### src/source/bk_pkg.sv
/*
 * Shared widths, ALU micro-op codes and operand-source select bits of
 * the integer back end.
 * Micro-op codes outside alu_uop_e produce a result of zero.
 * An operand whose select bits are all clear reads as zero.
 */
package bk_pkg;

    // --------------------------------------------------
    // Widths

    localparam int xlen = 32;                   // Data path width

    typedef logic [xlen-1:0] word_t;            // Register value or operand
    typedef logic [4:0]      reg_addr_t;        // GPR address, x0..x31
    typedef logic [3:0]      opr_src_t;         // Operand source selects

    // --------------------------------------------------
    // Operand source bit positions in opr_src_t

    localparam int opra_rs1  = 0;               // A from rs1
    localparam int opra_pcim = 1;               // A from pc + imm
    localparam int oprb_rs2  = 2;               // B from rs2
    localparam int oprb_imm  = 3;               // B from immediate

    // --------------------------------------------------
    // ALU micro-ops

    typedef enum logic [3:0] {
        alu_add  = 4'd0,                        // a + b
        alu_sub  = 4'd1,                        // a - b
        alu_and  = 4'd2,
        alu_or   = 4'd3,
        alu_xor  = 4'd4,
        alu_sll  = 4'd5,                        // Shift by b[4:0]
        alu_srl  = 4'd6,
        alu_sra  = 4'd7,                        // Keeps sign of a
        alu_slt  = 4'd8,                        // Signed compare
        alu_sltu = 4'd9                         // Unsigned compare
    } alu_uop_e;

    // --------------------------------------------------
    // Program counter

    localparam word_t pc_reset_value = 32'h8000_0000; // PC out of reset
    localparam int    pc_step        = 4;       // Every micro-op is 4 bytes

endpackage

### src/source/bk_stage_if.sv
/*
 * One stage-to-stage transfer. A beat moves on a rising edge with valid
 * high and busy low. The sender keeps every field stable while valid and
 * busy are both high.
 * Execute to writeback carries the result in opr_a only.
 */
interface bk_stage_if;

    logic               valid;                  // Sender holds an item
    logic               busy;                   // Receiver cannot take it
    bk_pkg::reg_addr_t  rd;                     // Destination register
    bk_pkg::word_t      opr_a;                  // Operand A or result
    bk_pkg::word_t      opr_b;                  // Operand B
    bk_pkg::alu_uop_e   uop;                    // ALU micro-op

    modport sender (
        output valid,
        output rd,
        output opr_a,
        output opr_b,
        output uop,
        input  busy
    );

    modport receiver (
        input  valid,
        input  rd,
        input  opr_a,
        input  opr_b,
        input  uop,
        output busy
    );

endinterface

### src/source/bk_dispatch.sv
/*
 * Dispatch stage. Keeps the decode-aligned PC, reads the GPRs, resolves
 * read-after-write hazards by forwarding and gathers operands A and B.
 * Forward priority is youngest first: s3, then the execute register,
 * then s4, then the register file. No stalls are needed without loads.
 * The PC steps by 4 on every accepted micro-op, there is no branching.
 */
module bk_dispatch (
    input  logic              g_clk,            // Clock
    input  logic              g_resetn,         // Sync reset, active low
    input  logic              in_valid,         // Micro-op offered
    output logic              in_busy,          // Cannot take it now
    input  bk_pkg::reg_addr_t in_rd,            // Destination register
    input  bk_pkg::reg_addr_t in_rs1,           // Source register 1
    input  bk_pkg::reg_addr_t in_rs2,           // Source register 2
    input  bk_pkg::word_t     in_imm,           // Decoded immediate
    input  bk_pkg::alu_uop_e  in_uop,           // ALU micro-op
    input  bk_pkg::opr_src_t  in_opr_src,       // Operand source selects
    output bk_pkg::reg_addr_t rs1_addr,         // GPR read address 1
    output bk_pkg::reg_addr_t rs2_addr,         // GPR read address 2
    input  bk_pkg::word_t     rs1_data,         // GPR read data 1
    input  bk_pkg::word_t     rs2_data,         // GPR read data 2
    input  logic              fwd_s3_valid,     // ALU result of s3 item
    input  bk_pkg::reg_addr_t fwd_s3_rd,
    input  bk_pkg::word_t     fwd_s3_wdata,
    input  logic              fwd_ex_valid,     // Execute register
    input  bk_pkg::reg_addr_t fwd_ex_rd,
    input  bk_pkg::word_t     fwd_ex_wdata,
    input  logic              fwd_s4_valid,     // Retire register
    input  bk_pkg::reg_addr_t fwd_s4_rd,
    input  bk_pkg::word_t     fwd_s4_wdata,
    bk_stage_if.sender        s3                // To execute
);

    bk_pkg::word_t pc;                          // Decode-aligned PC
    bk_pkg::word_t pc_plus_imm;
    bk_pkg::word_t rs1_val;                     // rs1 after forwarding
    bk_pkg::word_t rs2_val;                     // rs2 after forwarding
    bk_pkg::word_t opr_a;
    bk_pkg::word_t opr_b;
    logic          load;                        // Stage register free
    logic          accept;                      // Micro-op taken this edge

    // Pick the youngest in-flight producer of addr, else the GPR value
    function automatic bk_pkg::word_t fwd_pick(
        input bk_pkg::reg_addr_t addr,
        input bk_pkg::word_t     gpr_val
    );
        bk_pkg::word_t val;
        val = gpr_val;
        if (addr != '0) begin
            if (fwd_s3_valid && (fwd_s3_rd == addr)) begin
                val = fwd_s3_wdata;
            end else if (fwd_ex_valid && (fwd_ex_rd == addr)) begin
                val = fwd_ex_wdata;
            end else if (fwd_s4_valid && (fwd_s4_rd == addr)) begin
                val = fwd_s4_wdata;
            end
        end
        return val;
    endfunction

    // --------------------------------------------------
    // Handshake and PC

    assign load    = !(s3.valid && s3.busy);    // Empty or being drained
    assign in_busy = !load;
    assign accept  = in_valid && load;

    always_ff @(posedge g_clk) begin
        if (!g_resetn) begin
            pc <= bk_pkg::pc_reset_value;
        end else if (accept) begin
            pc <= pc + bk_pkg::word_t'(bk_pkg::pc_step);
        end
    end

    assign pc_plus_imm = pc + in_imm;           // PC before the step

    // --------------------------------------------------
    // Operand gathering

    assign rs1_addr = in_rs1;
    assign rs2_addr = in_rs2;

    always_comb begin
        rs1_val = fwd_pick(in_rs1, rs1_data);
        rs2_val = fwd_pick(in_rs2, rs2_data);
    end

    // Select bits are one-hot per operand, none set gives zero
    assign opr_a = ({bk_pkg::xlen{in_opr_src[bk_pkg::opra_rs1]}}  & rs1_val)
                 | ({bk_pkg::xlen{in_opr_src[bk_pkg::opra_pcim]}} & pc_plus_imm);
    assign opr_b = ({bk_pkg::xlen{in_opr_src[bk_pkg::oprb_rs2]}}  & rs2_val)
                 | ({bk_pkg::xlen{in_opr_src[bk_pkg::oprb_imm]}}  & in_imm);

    // --------------------------------------------------
    // Pipeline register

    always_ff @(posedge g_clk) begin
        if (!g_resetn) begin
            s3.valid <= 1'b0;
        end else if (load) begin
            s3.valid <= in_valid;               // Empties when nothing offered
        end
    end

    always_ff @(posedge g_clk) begin
        if (accept) begin
            s3.rd    <= in_rd;
            s3.opr_a <= opr_a;
            s3.opr_b <= opr_b;
            s3.uop   <= in_uop;
        end
    end

endmodule

### src/source/bk_execute.sv
/*
 * Execute stage. ALU on the dispatch register contents and a one-entry
 * result register towards writeback.
 * Exports the unregistered ALU result and the registered result as two
 * forward sources. Shifts use operand B bits 4:0 only.
 */
module bk_execute (
    input  logic              g_clk,            // Clock
    input  logic              g_resetn,         // Sync reset, active low
    bk_stage_if.receiver      s3,               // From dispatch
    bk_stage_if.sender        s4,               // To writeback
    output logic              fwd_s3_valid,     // Result being computed
    output bk_pkg::reg_addr_t fwd_s3_rd,
    output bk_pkg::word_t     fwd_s3_wdata,
    output logic              fwd_ex_valid,     // Result held in register
    output bk_pkg::reg_addr_t fwd_ex_rd,
    output bk_pkg::word_t     fwd_ex_wdata
);

    bk_pkg::word_t alu_result;
    logic [4:0]    shamt;                       // Shift amount

    assign shamt = s3.opr_b[4:0];

    // --------------------------------------------------
    // ALU

    always_comb begin
        case (s3.uop)
            bk_pkg::alu_add:  alu_result = s3.opr_a + s3.opr_b;
            bk_pkg::alu_sub:  alu_result = s3.opr_a - s3.opr_b;
            bk_pkg::alu_and:  alu_result = s3.opr_a & s3.opr_b;
            bk_pkg::alu_or:   alu_result = s3.opr_a | s3.opr_b;
            bk_pkg::alu_xor:  alu_result = s3.opr_a ^ s3.opr_b;
            bk_pkg::alu_sll:  alu_result = s3.opr_a << shamt;
            bk_pkg::alu_srl:  alu_result = s3.opr_a >> shamt;
            bk_pkg::alu_sra:  alu_result = $signed(s3.opr_a) >>> shamt;
            bk_pkg::alu_slt:
                alu_result = bk_pkg::word_t'($signed(s3.opr_a) < $signed(s3.opr_b));
            bk_pkg::alu_sltu: alu_result = bk_pkg::word_t'(s3.opr_a < s3.opr_b);
            default:          alu_result = '0;  // Undefined code
        endcase
    end

    // --------------------------------------------------
    // Result register

    assign s3.busy = s4.valid && s4.busy;       // Full and not draining

    always_ff @(posedge g_clk) begin
        if (!g_resetn) begin
            s4.valid <= 1'b0;
        end else if (!s3.busy) begin
            s4.valid <= s3.valid;
        end
    end

    always_ff @(posedge g_clk) begin
        if (s3.valid && !s3.busy) begin
            s4.rd    <= s3.rd;
            s4.opr_a <= alu_result;             // Result rides in opr_a
        end
    end

    assign s4.opr_b = '0;                       // Not used past execute
    assign s4.uop   = bk_pkg::alu_add;

    // --------------------------------------------------
    // Forward paths

    assign fwd_s3_valid = s3.valid;
    assign fwd_s3_rd    = s3.rd;
    assign fwd_s3_wdata = alu_result;
    assign fwd_ex_valid = s4.valid;
    assign fwd_ex_rd    = s4.rd;
    assign fwd_ex_wdata = s4.opr_a;

endmodule

### src/source/bk_gprs.sv
/*
 * General purpose registers x1..x31 in flip-flops, cleared by reset.
 * x0 reads zero and drops writes.
 * Reads are combinational and return the old value in the write cycle,
 * so the pipeline must forward a value that is being written.
 */
module bk_gprs (
    input  logic              g_clk,            // Clock
    input  logic              g_resetn,         // Sync reset, active low
    input  bk_pkg::reg_addr_t rs1_addr,         // Read port 1 address
    output bk_pkg::word_t     rs1_data,         // Read port 1 data
    input  bk_pkg::reg_addr_t rs2_addr,         // Read port 2 address
    output bk_pkg::word_t     rs2_data,         // Read port 2 data
    input  logic              rd_wen,           // Write strobe
    input  bk_pkg::reg_addr_t rd_addr,          // Write address
    input  bk_pkg::word_t     rd_data           // Write data
);

    bk_pkg::word_t regs [31:1];                 // No storage for x0

    always_ff @(posedge g_clk) begin
        if (!g_resetn) begin
            for (int i = 1; i < 32; i++) begin
                regs[i] <= '0;
            end
        end else if (rd_wen && (rd_addr != '0)) begin
            regs[rd_addr] <= rd_data;           // x0 writes fall through
        end
    end

    // x0 is hard-wired
    assign rs1_data = (rs1_addr == '0) ? '0 : regs[rs1_addr];
    assign rs2_data = (rs2_addr == '0) ? '0 : regs[rs2_addr];

endmodule

### src/source/bk_top.sv
/*
 * Integer back end top level. Takes decoded micro-ops on a valid/busy
 * handshake and retires one result per transfer in issue order.
 * A lone micro-op with no back-pressure is on the retire ports after
 * the third rising edge, counting its accept edge as the first.
 */
module bk_top (
    input  logic              g_clk,            // Clock
    input  logic              g_resetn,         // Sync reset, active low
    input  logic              in_valid,         // Micro-op offered
    output logic              in_busy,          // Micro-op not taken
    input  bk_pkg::reg_addr_t in_rd,
    input  bk_pkg::reg_addr_t in_rs1,
    input  bk_pkg::reg_addr_t in_rs2,
    input  bk_pkg::word_t     in_imm,
    input  bk_pkg::alu_uop_e  in_uop,
    input  bk_pkg::opr_src_t  in_opr_src,
    output logic              ret_valid,        // Result retiring
    input  logic              ret_busy,         // Back-pressure
    output bk_pkg::reg_addr_t ret_rd,
    output bk_pkg::word_t     ret_wdata
);

    bk_stage_if s3_if ();                       // Dispatch to execute
    bk_stage_if s4_if ();                       // Execute to writeback

    bk_pkg::reg_addr_t rs1_addr;
    bk_pkg::reg_addr_t rs2_addr;
    bk_pkg::word_t     rs1_data;
    bk_pkg::word_t     rs2_data;
    logic              fwd_s3_valid;
    bk_pkg::reg_addr_t fwd_s3_rd;
    bk_pkg::word_t     fwd_s3_wdata;
    logic              fwd_ex_valid;
    bk_pkg::reg_addr_t fwd_ex_rd;
    bk_pkg::word_t     fwd_ex_wdata;
    logic              fwd_s4_valid;
    bk_pkg::reg_addr_t fwd_s4_rd;
    bk_pkg::word_t     fwd_s4_wdata;
    logic              gpr_wen;
    bk_pkg::reg_addr_t gpr_rd;
    bk_pkg::word_t     gpr_wdata;

    bk_dispatch u_dispatch (
        .g_clk        (g_clk),
        .g_resetn     (g_resetn),
        .in_valid     (in_valid),
        .in_busy      (in_busy),
        .in_rd        (in_rd),
        .in_rs1       (in_rs1),
        .in_rs2       (in_rs2),
        .in_imm       (in_imm),
        .in_uop       (in_uop),
        .in_opr_src   (in_opr_src),
        .rs1_addr     (rs1_addr),
        .rs2_addr     (rs2_addr),
        .rs1_data     (rs1_data),
        .rs2_data     (rs2_data),
        .fwd_s3_valid (fwd_s3_valid),
        .fwd_s3_rd    (fwd_s3_rd),
        .fwd_s3_wdata (fwd_s3_wdata),
        .fwd_ex_valid (fwd_ex_valid),
        .fwd_ex_rd    (fwd_ex_rd),
        .fwd_ex_wdata (fwd_ex_wdata),
        .fwd_s4_valid (fwd_s4_valid),
        .fwd_s4_rd    (fwd_s4_rd),
        .fwd_s4_wdata (fwd_s4_wdata),
        .s3           (s3_if.sender)
    );

    bk_execute u_execute (
        .g_clk        (g_clk),
        .g_resetn     (g_resetn),
        .s3           (s3_if.receiver),
        .s4           (s4_if.sender),
        .fwd_s3_valid (fwd_s3_valid),
        .fwd_s3_rd    (fwd_s3_rd),
        .fwd_s3_wdata (fwd_s3_wdata),
        .fwd_ex_valid (fwd_ex_valid),
        .fwd_ex_rd    (fwd_ex_rd),
        .fwd_ex_wdata (fwd_ex_wdata)
    );

    bk_writeback u_writeback (
        .g_clk        (g_clk),
        .g_resetn     (g_resetn),
        .s4           (s4_if.receiver),
        .ret_valid    (ret_valid),
        .ret_busy     (ret_busy),
        .ret_rd       (ret_rd),
        .ret_wdata    (ret_wdata),
        .gpr_wen      (gpr_wen),
        .gpr_rd       (gpr_rd),
        .gpr_wdata    (gpr_wdata),
        .fwd_s4_valid (fwd_s4_valid),
        .fwd_s4_rd    (fwd_s4_rd),
        .fwd_s4_wdata (fwd_s4_wdata)
    );

    bk_gprs u_gprs (
        .g_clk        (g_clk),
        .g_resetn     (g_resetn),
        .rs1_addr     (rs1_addr),
        .rs1_data     (rs1_data),
        .rs2_addr     (rs2_addr),
        .rs2_data     (rs2_data),
        .rd_wen       (gpr_wen),
        .rd_addr      (gpr_rd),
        .rd_data      (gpr_wdata)
    );

endmodule

### src/source/bk_writeback.sv
/*
 * Writeback stage. Holds the retiring result until ret_busy is low,
 * writes it to the register file on that same edge and reports it on
 * the retire ports. Writes to x0 are dropped by the register file.
 */
module bk_writeback (
    input  logic              g_clk,            // Clock
    input  logic              g_resetn,         // Sync reset, active low
    bk_stage_if.receiver      s4,               // From execute
    output logic              ret_valid,        // Result retiring
    input  logic              ret_busy,         // Outside holds it off
    output bk_pkg::reg_addr_t ret_rd,
    output bk_pkg::word_t     ret_wdata,
    output logic              gpr_wen,          // GPR write strobe
    output bk_pkg::reg_addr_t gpr_rd,
    output bk_pkg::word_t     gpr_wdata,
    output logic              fwd_s4_valid,     // Retire register forward
    output bk_pkg::reg_addr_t fwd_s4_rd,
    output bk_pkg::word_t     fwd_s4_wdata
);

    assign s4.busy = ret_valid && ret_busy;

    always_ff @(posedge g_clk) begin
        if (!g_resetn) begin
            ret_valid <= 1'b0;
        end else if (!s4.busy) begin
            ret_valid <= s4.valid;
        end
    end

    always_ff @(posedge g_clk) begin
        if (s4.valid && !s4.busy) begin
            ret_rd    <= s4.rd;
            ret_wdata <= s4.opr_a;
        end
    end

    // Commit exactly on the retire transfer
    assign gpr_wen   = ret_valid && !ret_busy;
    assign gpr_rd    = ret_rd;
    assign gpr_wdata = ret_wdata;

    assign fwd_s4_valid = ret_valid;            // Covers the write cycle too
    assign fwd_s4_rd    = ret_rd;
    assign fwd_s4_wdata = ret_wdata;

endmodule

### config.mk
export PLATFORM = sky130hd
export DESIGN_NAME = bk_top
export DESIGN_NICKNAME = d
export VERILOG_FILES = /design/src/source/bk_pkg.sv /design/src/source/bk_stage_if.sv /design/src/source/bk_dispatch.sv /design/src/source/bk_execute.sv /design/src/source/bk_gprs.sv /design/src/source/bk_top.sv /design/src/source/bk_writeback.sv
export SDC_FILE = /design/constraint.sdc
export NUM_CORES = 2
export LEC_CHECK = 0
export BUFFER_PORTS_ARGS = -buffer_cell sky130_fd_sc_hd__buf_4
export CORE_MARGIN = 5
export CORE_UTILIZATION = 27
export DETAILED_ROUTE_END_ITERATION = 16
export SYNTH_ARGS = -nofsm -noshare
export SYNTH_HDL_FRONTEND = slang
export SYNTH_SLANG_ARGS = --single-unit
### constraint.sdc
create_clock -name g_clk -period 5 [get_ports g_clk]
set_input_delay 1 -clock g_clk [delete_from_list [all_inputs] [get_ports g_clk]]
set_output_delay 1 -clock g_clk [all_outputs]
set_load 0.01 [all_outputs]
* Yosys cells after proc, flatten, opt, wreduce, memory -nomap -nowiden
Memories as Yosys holds them, arrays and structs flattened. Cells that the tools add are included.
Storage, ports and cells: register bits 182, latch bits 0, memory bits (writable) 992, bits in read-only memories 0, input bits 59, output and inout bits 39, logic and storage cells 89, memories kept 1
Memory list:
- u_gprs.regs | depth 31, width 32, rd ports 2, clocked after memory_dff 0, write ports 31, line bk_gprs.sv:19 | bk_pkg::word_t regs [31:1];
Operators by class: $add $sub $neg 4, multipliers 0, div/mod/pow operators 0, order comparisons 2, equality and inequality tests 15, shift-type cells 3, multiplexer cells 18, bitwise operators 9, reduce and logical (&&, ||, !) cells 25
Operators by type and width (count):
- $mux W32 | 11
- $pmux W32 S10 | 1
- $and A32 B32 Y32 | 5
- $or A32 B32 Y32 | 3
- $add A32 B32 Y32 | 2
- $lt A32 B32 Y1 | 2
- $add A32 B3 Y32 const B | 1
- $reduce_or A32 Y1 | 1
- $shl A32 B5 Y32 | 1
- $shr A32 B5 Y32 | 1
- $sshr A32 B5 Y32 | 1
- $sub A32 B32 Y32 | 1
- $xor A32 B32 Y32 | 1
- $eq A5 B5 Y1 | 6
- $eq A4 B3 Y1 const B | 4
- $reduce_bool A5 Y1 | 3
- $logic_and A1 B1 Y1 | 14
- $logic_not A5 Y1 | 2
- $eq A4 B2 Y1 const B | 2
- $eq A4 B4 Y1 const B | 2
- $mux W1 | 5
- $mux W5 | 1
- $eq A4 B1 Y1 const B | 1
- $logic_not A1 Y1 | 4
- $logic_not A4 Y1 | 1

* Longest topological paths before layout
depth in word-level cells 8, gate-level depth with buffers 16, depth with buffers taken out 12

* Hierarchy
From an unflattened synthesis, not the netlist that was laid out.
Unflattened totals: cell total of the unflattened synthesis 5979, area, all modules 74178.6 sq um
Modules (own cells, without submodules):
- bk_gprs | times used 1, cells each 3505, area each 54214.5 sq um, seq. area each 30749.5 sq um
- bk_execute | times used 1, cells each 1358, area each 9689.3 sq um, seq. area each 1131.1 sq um
- bk_dispatch | times used 1, cells each 999, area each 8550.7 sq um, seq. area each 2812.7 sq um
- bk_writeback | times used 1, cells each 117, area each 1724.2 sq um, seq. area each 1131.1 sq um

* Worst setup path before layout
No wires, ideal clock.
kind reg2reg, start reg u_dispatch.s3.opr_b[3], end reg u_dispatch.s3.opr_a[15] (data pin), setup time 0.257 ns, data arrival time 4.270 ns, required time 4.743 ns, path slack 0.473 ns, stages on the path, launching flop included 17, path buffers 5, period minus slack after synthesis 4.527 ns, cell sequence edfxtp_1 clkbuf_1 inv_2 clkbuf_1 clkbuf_1 buf_1 ha_1 buf_2 nor2_1 nand3_1 a2111oi_2 nor3_1 o21ba_1 a221o_1 a211oi_1 nand2_1 a32o_1
On the way: longest elaborated chain between the ends 6, elaborated cells between the ends (all ways) 10, those cells by class add/sub (2); shift (3); mux (3); bitwise (2)
Ends and longest elaborated chain:
- from (decl) | line bk_stage_if.sv:20 | output opr_b,
- $sub A32 B32 Y32 (tied with other cells) | line bk_execute.sv:31 | bk_pkg::alu_sub: alu_result = s3.opr_a - s3.opr_b;
- $pmux W32 S10 * | line bk_execute.sv:29 | case (s3.uop)
- $mux W32 * | line bk_dispatch.sv:52 | if (fwd_s3_valid && (fwd_s3_rd == addr)) begin
- $mux W32 * | line bk_dispatch.sv:51 | if (addr != '0) begin
- $and A32 B32 Y32 * | line bk_dispatch.sv:92 | assign opr_a = ({bk_pkg::xlen{in_opr_src[bk_pkg::opra_rs1]}} & rs1_val)
- $or A32 B32 Y32 * | line bk_dispatch.sv:93 | | ({bk_pkg::xlen{in_opr_src[bk_pkg::opra_pcim]}} & pc_plus_imm);
- net u_dispatch.opr_a[15] | line bk_dispatch.sv:39 | bk_pkg::word_t opr_a;
- to (decl) | line bk_stage_if.sv:19 | output opr_a,
Mark *: on every way through the listed nets, which the timed path passes. The rest lies on a longest branch. A chain may end at the register's enable or synchronous reset.

* Worst setup path in the final report
start reg u_dispatch.s3.opr_a[10], end reg u_dispatch.s3.opr_a[31] (data pin)
On the way: longest elaborated chain between the ends 6, elaborated cells between the ends (all ways) 10, those cells by class add/sub (2); shift (3); mux (3); bitwise (2)
Ends and longest elaborated chain (line):
- $sub A32 B32 Y32 (tied with other cells) | bk_execute.sv:31
- $pmux W32 S10 * | bk_execute.sv:29
- $mux W32 * | bk_dispatch.sv:52
- $mux W32 * | bk_dispatch.sv:51
- $and A32 B32 Y32 * | bk_dispatch.sv:92
- $or A32 B32 Y32 * | bk_dispatch.sv:93
- net u_dispatch.opr_a[31] | bk_dispatch.sv:39
Marks and branches as above.

==> impl_results.md <==
* Post-cts resize count at 0
* Worst-Skew Late Latency at 800 ps
* F_max at 206 MHz
* Slew HR at 0.129
* Root Driver: clkbuf_16
* Top-level port count at 98
* Worst R2R Start: u_dispatch.s3.opr_a[10]$_DFFE_PP_
* Critical Path RT at 5470 ps
* First-pass GRT wire length at 412 mm
* Fillers at 26800
* Hold endpoint: u_dispatch.s3.rd[0]$_DFFE_PP_
* CORE AREA at 0.271 sq mm
* Clk slew on worst S/H paths at 60 ps
* Critical path class: reg2reg
* Die Wd at 531 um
* Pre-antenna DRT Iters at 6
* Initial antenna violation count at 37
* Total routed wirelength at 294 mm
* Maximum VDD drop at 0.000366 V
* Largest net degree at the start of global routing at 87
* Minimum clock period at 4860 ps
* DIE AREA at 0.282 sq mm
* Gr usage total at 0.201
* Max Fanout on Critical Path at 14
* Most frequent cells in the layout: edfxtp_1 (1171), and2_1 (1029), mux4_2 (598)
* Placed insts at 9203
* Number of flops mapped to enable cells by yosys at 1171
* Worst reg2reg path depth at 11
* Initial Util at 0.271
* Area Growth Syn to Fin at 15.9%
* Nature of the critical path startpoint: flop
* Mapped Cells at 5701
* Final Skew at 40.3 ps
* RSZ-0062 raised after global routing: false
* Setup TNS at 0 ps
* Hold WC Path Type: in2reg
* Cell row count at 191
* Vias in the first global route at 53300
* R2R Path End: u_dispatch.s3.opr_a[31]$_DFFE_PP_
* DRC Markers at 0
* CTS tree: done
* Max clock buf depth at 3
* Clk sinks at 1204
* Share of cells above drive strength 1 at 0.232
* GP Congestion at 0.987
* Via count at 54000
* Hold_ws at 383 ps
* DIE HEIGHT at 531 um
* Hold Vio Cnt, Final at 0
* Slew Limit Fails at 0
* Crit path from: u_dispatch.s3.opr_a[10]$_DFFE_PP_
* Max cap viols at 0
* Top cell type's share of synthesized area at 0.479
* Post-synthesis cell area at 0.0734 sq mm
* Port-buffer cells at 97
* Synth warn at 0
* CTS Buf Count at 140
* DRT iter0 DRCs at 7742
* Total gr overflow at 0
* Hold_buf cts at 0
* Setup repair bufs after CTS at 0
* Avg Synthesized Cell Area at 12.9 sq um
* Setup violations, final at 0
* ANT nets after route at 0
* Worst Hold Depth at 1
* Crit path DAT at 5330 ps
* Fin crit share at 0.971
* Final std cells w/o fill at 9464
* HPWL after DPL at 200 mm
* WL/cell at 31.1 um
* Total Power at 0.0270 W
* Leak pwr at 30.6 nW
* Worst Setup End Kind: flop
* Outcome: completed
* Tightest Pin Transition at 1300 ps
* R2R setup slack at 140 ps
* Final nets at 5966
* Area contributors post-synth: edfxtp_1 (48%), mux4_2 (18%), and2_1 (8.8%)
* Yosys cell types at 97
* Area leader, netlist: edfxtp_1
* Seq/Total Area, Yosys at 0.488
* H-tree depth at 4
* Hold_sp: in_rd[0]
* Commonest non-fill, non-tap cell in the layout: edfxtp_1
* Vias per cell at 5.70
* Top_reg_cell synth: edfxtp_1
* #FFs+latches synth at 1204
* Pwr dens at 318 mW/mm^2
* Post-synth ARST share at 0
==> per-stage QoR <==
stage	setup WS, ps	instance area (sq um)	utilization
after floorplan	473	73500	-
after global placement	362	80400	0.297
after detailed placement	370	80400	0.297
after CTS	331	85000	0.314
after global routing	129	85100	0.314
final	144	85100	0.314
==> flip-flops by register name, indices dropped and copies added, names as in the netlist <==
register	flops
u_execute.fwd_ex_valid	1
u_dispatch.s3.rd	5
u_gprs.regs	1024
u_dispatch.s3.uop	4
u_execute.fwd_ex_wdata	32
u_dispatch.s3.opr_b	32
u_dispatch.s3.valid	1
u_writeback.fwd_s4_rd	5
u_dispatch.s3.opr_a	32
u_writeback.fwd_s4_wdata	32
u_writeback.fwd_s4_valid	1
u_dispatch.pc	30
u_execute.fwd_ex_rd	5
==> worst max-delay path, stage by stage (launching register included) <==
cell      delay [ps]
edfxtp_1         650
inv_1            120
ha_1             630
nand4_1          330
nor4_1           510
o21ai_1          310
a32oi_1          610
a21oi_1          300
a41o_1           330
mux2i_1          150
and4_1           390
o221ai_1         190
==> per-layer routing <==
metal,vias to the layer above,global-route usage,share of wire
li1,22100,-,-
met2,3420,0.322,0.47
met1,27800,0.256,0.38
met5,-,0,0.00019
met4,10,0.0903,0.051
met3,680,0.0510,0.11
==> synthesized netlist by cell type (all sizes together) (126+ instances only) <==
cell type / instances
a21oi: 233
ha: 129
mux4: 598
o21ai: 189
clkbuf: 407
mux2i: 201
nand2: 195
buf: 126
edfxtp: 1171
nor2: 276
and2: 1032
inv: 131
==> cells by family (layout without fill, tap and decap cells) <==
group	Yosys count	count (layout)	share of synthesized area
simple gates	1800	1800	0.137
xor+xnor	88	88	0.0105
mux	830	830	0.216
buf+inv	665	815	0.0356
fa+ha+maj	132	132	0.0228
other cells	1	44	0.0000511
compound gates	981	981	0.0907
flops	1204	1204	0.488
==> power by group <==
group / total (W) / leakage (nW) / switching, W / internal, W
clock network: 0.0106 / 2.26 / 0.00447 / 0.00612
logic: 0.00468 / 16.1 / 0.00290 / 0.00178
registers: 0.0118 / 12.2 / 0.000297 / 0.0115
total: 0.0270 / 30.6 / 0.00767 / 0.0194
==> area by class of cell <==
class	instances	area [sq um]	share of cell area
Clock inverter	76	950	0.0112
Inverter	132	497	0.00584
Tap cell	3570	4470	0.0525
Clock buffer	173	3690	0.0434
Antenna cell	12	30.0	0.000353
Multi-Input combinational cell	3863	35700	0.420
Timing Repair Buffer	434	3880	0.0456
Sequential cell	1204	35800	0.421
==> how the worst max path moves through the flow <==
stage / end / slack, ps
floorplan: u_dispatch.s3.opr_a[15]$_DFFE_PP_ / 470
finish: u_dispatch.s3.opr_a[31]$_DFFE_PP_ / 140
global placement: u_dispatch.s3.opr_a[31]$_DFFE_PP_ / 360
detailed placement: u_dispatch.s3.opr_a[28]$_DFFE_PP_ / 370
CTS: u_dispatch.s3.opr_a[31]$_DFFE_PP_ / 330
global route: u_dispatch.s3.opr_a[31]$_DFFE_PP_ / 130
(Power assumes the default switching activity.)
